<file path="src/verilog/isa_pkg.sv">
// architectural widths and register/data types shared by the ROB and its neighbours
`default_nettype none

package isa_pkg;

    // datapath
    localparam int xlen    = 32;
    localparam int reg_len = 5;

    typedef logic [reg_len-1:0] reg_idx_t;
    typedef logic [xlen-1:0]    word_t;

    // r0 reads as zero, writes to it are dropped
    localparam reg_idx_t zero_reg = '0;

endpackage

`default_nettype wire

</file>
<file path="src/verilog/rob_pkg.sv">
// reorder buffer geometry, tag and entry types, referenced by scoped name in the ROB blocks
`default_nettype none

package rob_pkg;

    localparam int rob_len       = 8;
    localparam int rob_tag_width = $clog2(rob_len); // 3 for 8 entries

    // entry index, wraps modulo rob_len
    typedef logic [rob_tag_width-1:0] rob_tag_t;

    // 0 .. rob_len, so one bit wider than a tag
    typedef logic [rob_tag_width:0] rob_count_t;

    // one ROB slot
    typedef struct packed {
        logic             done;       // result present
        logic             mispredict; // squash when this reaches head
        isa_pkg::reg_idx_t dest;
        isa_pkg::word_t    value;
    } rob_entry_t;

endpackage

`default_nettype wire

</file>
<file path="src/verilog/rob_alloc_if.sv">
// allocation and squash bundle between the dispatch side, the entry array and the retire side
`timescale 1ns/1ps
`default_nettype none

interface rob_alloc_if;

    logic              alloc;       // one entry written this edge
    rob_pkg::rob_tag_t alloc_tag;   // slot being filled
    isa_pkg::reg_idx_t alloc_dest;
    logic              squash;      // from retire, flushes everything

    modport dispatch_side (
        output alloc,
        output alloc_tag,
        output alloc_dest,
        input  squash
    );

    modport array_side (
        input  alloc,
        input  alloc_tag,
        input  alloc_dest,
        input  squash
    );

    modport retire_side (
        output squash
    );

endinterface

`default_nettype wire

</file>
<file path="src/verilog/rob_head_if.sv">
// head pointer and head entry exchange between the entry array and the retire logic
`timescale 1ns/1ps
`default_nettype none

interface rob_head_if;

    rob_pkg::rob_entry_t head_entry; // contents of the oldest slot
    rob_pkg::rob_tag_t   head_tag;
    logic                retire;     // head slot leaves this edge

    modport array_side (
        output head_entry,
        input  head_tag,
        input  retire
    );

    modport retire_side (
        input  head_entry,
        output head_tag,
        output retire
    );

endinterface

`default_nettype wire

</file>
<file path="src/verilog/rob_dispatch.sv">
// ROB input side: tail pointer, occupancy count and full flag; issues one allocation per dispatch
`timescale 1ns/1ps
`default_nettype none

module rob_dispatch (
    input  wire logic              clock,
    input  wire logic              reset,
    input  wire logic              stall,
    input  wire logic              dispatch_valid,
    input  wire isa_pkg::reg_idx_t dispatch_dest,
    input  wire logic              retire,
    output rob_pkg::rob_tag_t      dispatch_tag,
    output logic                   rob_full,
    rob_alloc_if.dispatch_side     alloc
);

    rob_pkg::rob_tag_t   tail_q;
    rob_pkg::rob_count_t count_q;
    rob_pkg::rob_count_t count_d;

    assign rob_full     = (count_q == rob_pkg::rob_count_t'(rob_pkg::rob_len));
    assign dispatch_tag = tail_q; // tag handed back to the RS / map table

    // a dispatch only lands when there is room and nothing is frozen or flushed
    assign alloc.alloc      = dispatch_valid && !rob_full && !stall && !alloc.squash;
    assign alloc.alloc_tag  = tail_q;
    assign alloc.alloc_dest = dispatch_dest;

    always_comb begin
        count_d = count_q;
        case ({alloc.alloc, retire})
            2'b10:   count_d = count_q + 1'b1;
            2'b01:   count_d = count_q - 1'b1;
            default: count_d = count_q; // both or neither
        endcase
    end

    always_ff @(posedge clock) begin
        if (reset) begin
            tail_q  <= '0;
            count_q <= '0;
        end else if (alloc.squash) begin
            // flush, back to an empty buffer
            tail_q  <= '0;
            count_q <= '0;
        end else if (!stall) begin
            if (alloc.alloc) begin
                tail_q <= tail_q + 1'b1; // wraps at rob_len
            end
            count_q <= count_d;
        end
    end

    // a full buffer must not move its tail, whatever dispatch does
    full_holds_tail: assert property (
        @(posedge clock) disable iff (reset)
        (rob_full && !alloc.squash) |=> (tail_q == $past(tail_q))
    );

    // occupancy bookkeeping must agree with retire from the other block
    count_in_range: assert property (
        @(posedge clock) disable iff (reset)
        count_q <= rob_pkg::rob_count_t'(rob_pkg::rob_len)
    );

endmodule

`default_nettype wire

</file>
<file path="src/verilog/rob_entry_array.sv">
// ROB entry storage: allocation, CDB completion, mispredict marking and RS operand read ports
`timescale 1ns/1ps
`default_nettype none

module rob_entry_array (
    input  wire logic              clock,
    input  wire logic              reset,
    input  wire logic              stall,
    input  wire logic              cdb_valid,
    input  wire rob_pkg::rob_tag_t cdb_tag,
    input  wire isa_pkg::word_t    cdb_value,
    input  wire logic              cdb_taken,
    input  wire rob_pkg::rob_tag_t rs1_tag,
    input  wire rob_pkg::rob_tag_t rs2_tag,
    output isa_pkg::word_t         rs1_value,
    output logic                   rs1_ready,
    output isa_pkg::word_t         rs2_value,
    output logic                   rs2_ready,
    rob_alloc_if.array_side        alloc,
    rob_head_if.array_side         head
);

    rob_pkg::rob_entry_t entries [rob_pkg::rob_len];
    rob_pkg::rob_tag_t   cdb_next_tag;

    // not-taken prediction, so the slot after a taken branch is wrong path
    assign cdb_next_tag = cdb_tag + 1'b1;

    // forwarding to the reservation stations
    assign rs1_value = entries[rs1_tag].value;
    assign rs1_ready = entries[rs1_tag].done;
    assign rs2_value = entries[rs2_tag].value;
    assign rs2_ready = entries[rs2_tag].done;

    assign head.head_entry = entries[head.head_tag];

    always_ff @(posedge clock) begin
        if (reset) begin
            for (int i = 0; i < rob_pkg::rob_len; i++) begin
                entries[i].done       <= 1'b0;
                entries[i].mispredict <= 1'b0;
            end
        end else if (!stall) begin
            if (head.retire) begin
                entries[head.head_tag].done       <= 1'b0; // slot free again
                entries[head.head_tag].mispredict <= 1'b0;
            end

            // dispatch already gated alloc with full, stall and squash
            if (alloc.alloc) begin
                entries[alloc.alloc_tag].dest <= alloc.alloc_dest;
                entries[alloc.alloc_tag].done <= 1'b0;
            end

            if (cdb_valid) begin
                entries[cdb_tag].done  <= 1'b1;
                entries[cdb_tag].value <= cdb_value;
                if (cdb_taken) begin
                    entries[cdb_next_tag].mispredict <= 1'b1;
                end
            end

            // flush wins over everything above
            if (alloc.squash) begin
                for (int i = 0; i < rob_pkg::rob_len; i++) begin
                    entries[i].done       <= 1'b0;
                    entries[i].mispredict <= 1'b0;
                end
            end
        end
    end

    // each tag completes once between allocation and retire
    no_double_complete: assert property (
        @(posedge clock) disable iff (reset)
        (cdb_valid && !stall) |-> !entries[cdb_tag].done
    );

endmodule

`default_nettype wire

</file>
<file path="src/verilog/rob_retire.sv">
// ROB output side: head pointer, squash/retire decision and the register file commit port
`timescale 1ns/1ps
`default_nettype none

module rob_retire (
    input  wire logic         clock,
    input  wire logic         reset,
    input  wire logic         stall,
    output logic              commit_valid,
    output isa_pkg::reg_idx_t commit_dest,
    output isa_pkg::word_t    commit_value,
    output logic              squash,
    output rob_pkg::rob_tag_t head_tag,
    rob_head_if.retire_side   head,
    rob_alloc_if.retire_side  alloc
);

    rob_pkg::rob_tag_t head_q;

    // wrong-path entry at head, squash takes priority over retire
    assign squash       = head.head_entry.mispredict && !stall;
    assign alloc.squash = squash;

    assign head.retire   = head.head_entry.done && !squash && !stall;
    assign head.head_tag = head_q;
    assign head_tag      = head_q;

    // writes to r0 still retire but never reach the register file
    assign commit_valid = head.retire && (head.head_entry.dest != isa_pkg::zero_reg);
    assign commit_dest  = head.head_entry.dest;
    assign commit_value = head.head_entry.value;

    always_ff @(posedge clock) begin
        if (reset) begin
            head_q <= '0;
        end else if (squash) begin
            head_q <= '0; // tail and count clear on the same edge
        end else if (head.retire) begin
            head_q <= head_q + 1'b1;
        end
    end

    // a squash cycle commits nothing
    squash_no_commit: assert property (
        @(posedge clock) disable iff (reset)
        squash |-> !commit_valid
    );

endmodule

`default_nettype wire

</file>
<file path="src/verilog/rob_top.sv">
// reorder buffer top level, plain ports; connects dispatch, entry array and retire blocks
`timescale 1ns/1ps
`default_nettype none

module rob_top (
    input  wire logic              clock,
    input  wire logic              reset,
    input  wire logic              stall,
    input  wire logic              dispatch_valid,
    input  wire isa_pkg::reg_idx_t dispatch_dest,
    input  wire logic              cdb_valid,
    input  wire rob_pkg::rob_tag_t cdb_tag,
    input  wire isa_pkg::word_t    cdb_value,
    input  wire logic              cdb_taken,
    input  wire rob_pkg::rob_tag_t rs1_tag,
    input  wire rob_pkg::rob_tag_t rs2_tag,
    output rob_pkg::rob_tag_t      dispatch_tag,
    output logic                   rob_full,
    output isa_pkg::word_t         rs1_value,
    output logic                   rs1_ready,
    output isa_pkg::word_t         rs2_value,
    output logic                   rs2_ready,
    output logic                   commit_valid,
    output isa_pkg::reg_idx_t      commit_dest,
    output isa_pkg::word_t         commit_value,
    output logic                   squash,
    output rob_pkg::rob_tag_t      head_tag
);

    rob_alloc_if alloc_bus ();
    rob_head_if  head_bus ();

    rob_dispatch dispatch0 (
        .clock          (clock),
        .reset          (reset),
        .stall          (stall),
        .dispatch_valid (dispatch_valid),
        .dispatch_dest  (dispatch_dest),
        .retire         (head_bus.retire), // frees a slot in the count
        .dispatch_tag   (dispatch_tag),
        .rob_full       (rob_full),
        .alloc          (alloc_bus.dispatch_side)
    );

    rob_entry_array array0 (
        .clock     (clock),
        .reset     (reset),
        .stall     (stall),
        .cdb_valid (cdb_valid),
        .cdb_tag   (cdb_tag),
        .cdb_value (cdb_value),
        .cdb_taken (cdb_taken),
        .rs1_tag   (rs1_tag),
        .rs2_tag   (rs2_tag),
        .rs1_value (rs1_value),
        .rs1_ready (rs1_ready),
        .rs2_value (rs2_value),
        .rs2_ready (rs2_ready),
        .alloc     (alloc_bus.array_side),
        .head      (head_bus.array_side)
    );

    rob_retire retire0 (
        .clock        (clock),
        .reset        (reset),
        .stall        (stall),
        .commit_valid (commit_valid),
        .commit_dest  (commit_dest),
        .commit_value (commit_value),
        .squash       (squash),
        .head_tag     (head_tag),
        .head         (head_bus.retire_side),
        .alloc        (alloc_bus.retire_side)
    );

endmodule

`default_nettype wire

</file>
<file path="config.mk">
export PLATFORM = sky130hd
export DESIGN_NAME = rob_top
export DESIGN_NICKNAME = d
export VERILOG_FILES = /design/src/verilog/isa_pkg.sv /design/src/verilog/rob_pkg.sv /design/src/verilog/rob_alloc_if.sv /design/src/verilog/rob_head_if.sv /design/src/verilog/rob_dispatch.sv /design/src/verilog/rob_entry_array.sv /design/src/verilog/rob_retire.sv /design/src/verilog/rob_top.sv
export SDC_FILE = /design/constraint.sdc
export NUM_CORES = 1
export LEC_CHECK = 0
export ABC_CLOCK_PERIOD_IN_PS = 10300
export BUFFER_PORTS_ARGS = -buffer_cell sky130_fd_sc_hd__buf_4
export CORE_MARGIN = 2
export CORE_UTILIZATION = 58
export CTS_CLUSTER_DIAMETER = 60
export DETAILED_ROUTE_END_ITERATION = 8
export PLACE_DENSITY_LB_ADDON = 0.3
export SYNTH_ARGS = -nofsm -noshare
export SYNTH_HDL_FRONTEND = slang
export SYNTH_SLANG_ARGS = --single-unit
</file>
<file path="constraint.sdc">
create_clock -name clock -period 10.3 [get_ports clock]
set_clock_uncertainty 0.1 [all_clocks]
set_input_delay 1.545 -clock clock [delete_from_list [all_inputs] [get_ports clock]]
set_output_delay 1.545 -clock clock [all_outputs]
set_load 0.05 [all_outputs]
</file>
==> impl_results.md <==
* Commonest non-fill, non-tap cell in the layout: edfxtp_1
* Synth Area in XOR/XNOR at 0.00369
* Critical Setup Path Class: reg -> out
* Post-CTS Hold Buffers at 0
* Final slew viol count at 0
* CP top delay family: buffers and inverters
* Internal power at ~2.3 mW
* Clock Latency Late Sink at between 0.5 and 0.6 ns
* Crit. End Element: primary output
* Crit-path cells: buf_4 -> mux4_1 -> mux2_2 -> or4_1 -> o21a_1 -> buf_4
* Mux contribution to synthesized area at 0.357
* DP HPWL at between 20,000 and 25,000 um
* DR vias/cell at around 6.7
* Arr. time, crit path at 4.04 ns
* Synth Area in Compound Gates at 0.0189
* CTS H-tree depth at 2
* Dpl cell area at 0.0182 mm^2
* Drt pass-1 iters at 4
* Hold Vio Cnt, Final at 0
* Predominant post-synthesis flop cell: edfxtp_1
* Outcome: finished clean
* TritonCTS buffer count at 35
* Synth Area in Adders at 0.00949
* Final WS setup at around 4.6 ns
* Setup violators final at 0
* Setup bufs post-CTS at 0
* Antenna violations before repair at 1
* Die W at about 170 um
* Post-CTS Resized at 0
* Syn Area/Cell at between 15 and 20 um^2
* Ys async rst share at 0
* Sw frac at 0.235
* CP required at ~8.7 ns
* Largest net degree at the start of global routing at 67
* Yosys reg bits at 325
* P per Cell Area at 157 mW/mm^2
* Max rail drop VDD at 0.000119 V
* Initial drt markers at between 1,000 and 1,500
* Crit path time final at between 5 and 6 ns
* Routed wire length at ~39,000 um
* Die height at ~170 um
* Hold Path Class: reg -> reg
* Slew margin rel. at 0.264
* CTS tree: built
* Final setup TNS at 0 ns
* Syn Inst Count at 850
* Post-place setup slack at between 4 and 5 ns
* Non-filler cells, final at around 1,400
* Crit path top cell by count: buf_4
* Total GRT Usage at 0.262
* Layout cells sized above 1 at 0.531
* RePlAce Congestion at ~0.82
* Clock power frac at 0.406
* Syn Std Cell Area at between 0.015 and 0.02 mm^2
* Vias in the first global route at about 10,000
* DP Cell Count at around 1,300
* FP Rows at approximately 60
* Layout net count at ~1,100
* DR DRC count at 0
* Buffers added on ports at between 150 and 200
* Leakage Power at approximately 6.4 nW
* Met2 Usage GRT at 0.445
* Root buffer cell: clkbuf_16
* CORE AREA at approximately 0.028 mm^2
* Maximum clock path buffer count at 3
* Die area at 0.0300 mm^2
* Detail Route Antenna Nets at 0
* Grt ovf at 0
* CP max stage delay at between 0.8 and 0.9 ns
* Crit path max fanout at between 40 and 50
* Largest family of logic cells by synthesized area: multiplexers
* Syn Nets at 914
* Gr busiest metal: met2
* Starting Density at 0.593
* Post-synth EDFFs at approximately 300
* Fmax achieved at ~180 MHz
* Post-synthesis sequential area ratio at 0.570
* Yosys cell types at between 40 and 50
* Met3 Track Usage GR at 0.0386
* Wire per inst at between 20 and 30 um
* Top Ports at between 150 and 200
* RSZ-0062 raised after global routing: false
* Routed vias at between 9,000 and 10,000
* Reg power frac at 0.483
* Switching power at between 700 and 800 uW
* Post-synthesis simple-gate area fraction at 0.0201
* Synthesis-to-finish area growth at 16.3%
* Yosys synthesis warning count at 0
* First-pass GRT wire length at 59,000 um
* Max Cap Violations at 0
* Combinational share of power at 0.112
* FILL cells at around 1,800
* Nature of the critical path startpoint: register
* Most frequent cells in the layout: edfxtp_1, mux4_2, buf_4, mux2_2, clkbuf_16
* Critical path buffer and inverter count at 2
* Met1 Use GR at 0.365
* Slowest-stage cell, CP: buf_4
* # clock sinks at between 300 and 400
* Worst-path clk slew at 0.06 ns
* Worst Tran Pin Value at about 1.1 ns
* Period utilisation layout at 0.552
* Final Cell Area at a little under 0.02 mm^2
-- stage by stage --
| stage | power, mW | utilization | hold WS [ns] |
|---|---|---|---|
| finish | 3.03 | 0.690 | 0.353 |
| global route | 3.12 | 0.690 | 0.388 |
| CTS | 3.05 | 0.690 | 0.358 |
| detailed placement | 1.83 | 0.650 | 0.350 |
| global placement | 1.83 | 0.650 | 0.340 |
| floorplan | 1.73 | - | 0.320 |
-- routing by layer --
metal | vias to the layer above | routed length [um]
met5 | - | 0
met4 | 0 | 641
met3 | 50 | 2930
met2 | 437 | 19900
met1 | 4974 | 15100
li1 | 3983 | -
-- state kept, by name, indices dropped and copies added (netlist names), named ones only --
name / count
dispatch0.count_q: 4
array0.entries: 312
dispatch0.alloc.alloc_tag: 3
retire0.head.head_tag: 3
-- final timing paths --
kind / cells after the start / end / from / slack, ns
worst max-delay path: 6 / commit_valid / register / 4.61
worst min-delay path: 2 / array0.entries[0][37]$_DFF_P_ / array0.entries[0][37]$_DFF_P_ / 0.35
worst max register to register: 11 / dispatch0.count_q[3]$_SDFFE_PP0P_ / register / 5.68
worst min register to register: 2 / array0.entries[0][37]$_DFF_P_ / array0.entries[0][37]$_DFF_P_ / 0.35
-- power groups by stage --
stage               sequential, mW  clock, mW  combinational, mW
global route                  1.47       1.30              0.354
global placement              1.49          0              0.336
floorplan                     1.49          0              0.234
finish                        1.47       1.23              0.338
CTS                           1.47       1.24              0.340
detailed placement            1.49          0              0.338
-- worst min-delay path, delay by kind of cell (launching register included) --
family                 cells  cell delay [ns]
DFF                        1             0.31
buffers and inverters      1             0.05
AOI/OAI and AO/OA          1             0.05
-- Yosys cell counts (2+ instances only) --
library cell,count,area share
edfxtp_1,296,0.54
mux4_2,202,0.27
mux2_2,103,0.070
clkbuf_1,29,0.0066
dfxtp_1,29,0.035
nor2_1,28,0.0063
inv_1,19,0.0043
buf_2,16,0.0048
buf_1,15,0.0034
a32o_1,13,0.0078
ha_1,11,0.0083
a21oi_1,10,0.0030
nand2_1,10,0.0023
mux4_1,7,0.011
nor2b_1,6,0.0023
xnor2_1,6,0.0032
mux2i_1,4,0.0024
nand3_1,4,0.0012
nor3_1,4,0.0012
nand4_1,3,0.0011
or3_1,3,0.0011
or4_1,3,0.0014
a21o_1,2,0.00090
a31oi_1,2,0.00075
o21ai_1,2,0.00060
o2bb2ai_1,2,0.0011
o31ai_1,2,0.00090
-- cells by family (layout without fill, tap and decap cells) --
kind of cell	after synthesis	count (layout)
xor gates and xnor gates	7	7
muxes	316	316
other	0	1
buffers and inverters	81	258
AOI/OAI and AO/OA	41	41
DFF	325	325
adders and majority gates	12	12
and+or+nand+nor	68	68
-- area by class of cell --
cell class | count | area, um^2 | area share
inverter | 19 | 71.3 | 0.00369
clock inverter | 17 | 163 | 0.00842
antenna | 1 | 2.50 | 0.000129
tap | 378 | 473 | 0.0245
sequential | 325 | 9480 | 0.490
timing repair buffer | 177 | 1330 | 0.0688
clock buffer | 45 | 956 | 0.0495
multi-input combinational | 444 | 6860 | 0.355
Note: power is estimated with default switching activity, not from simulation.
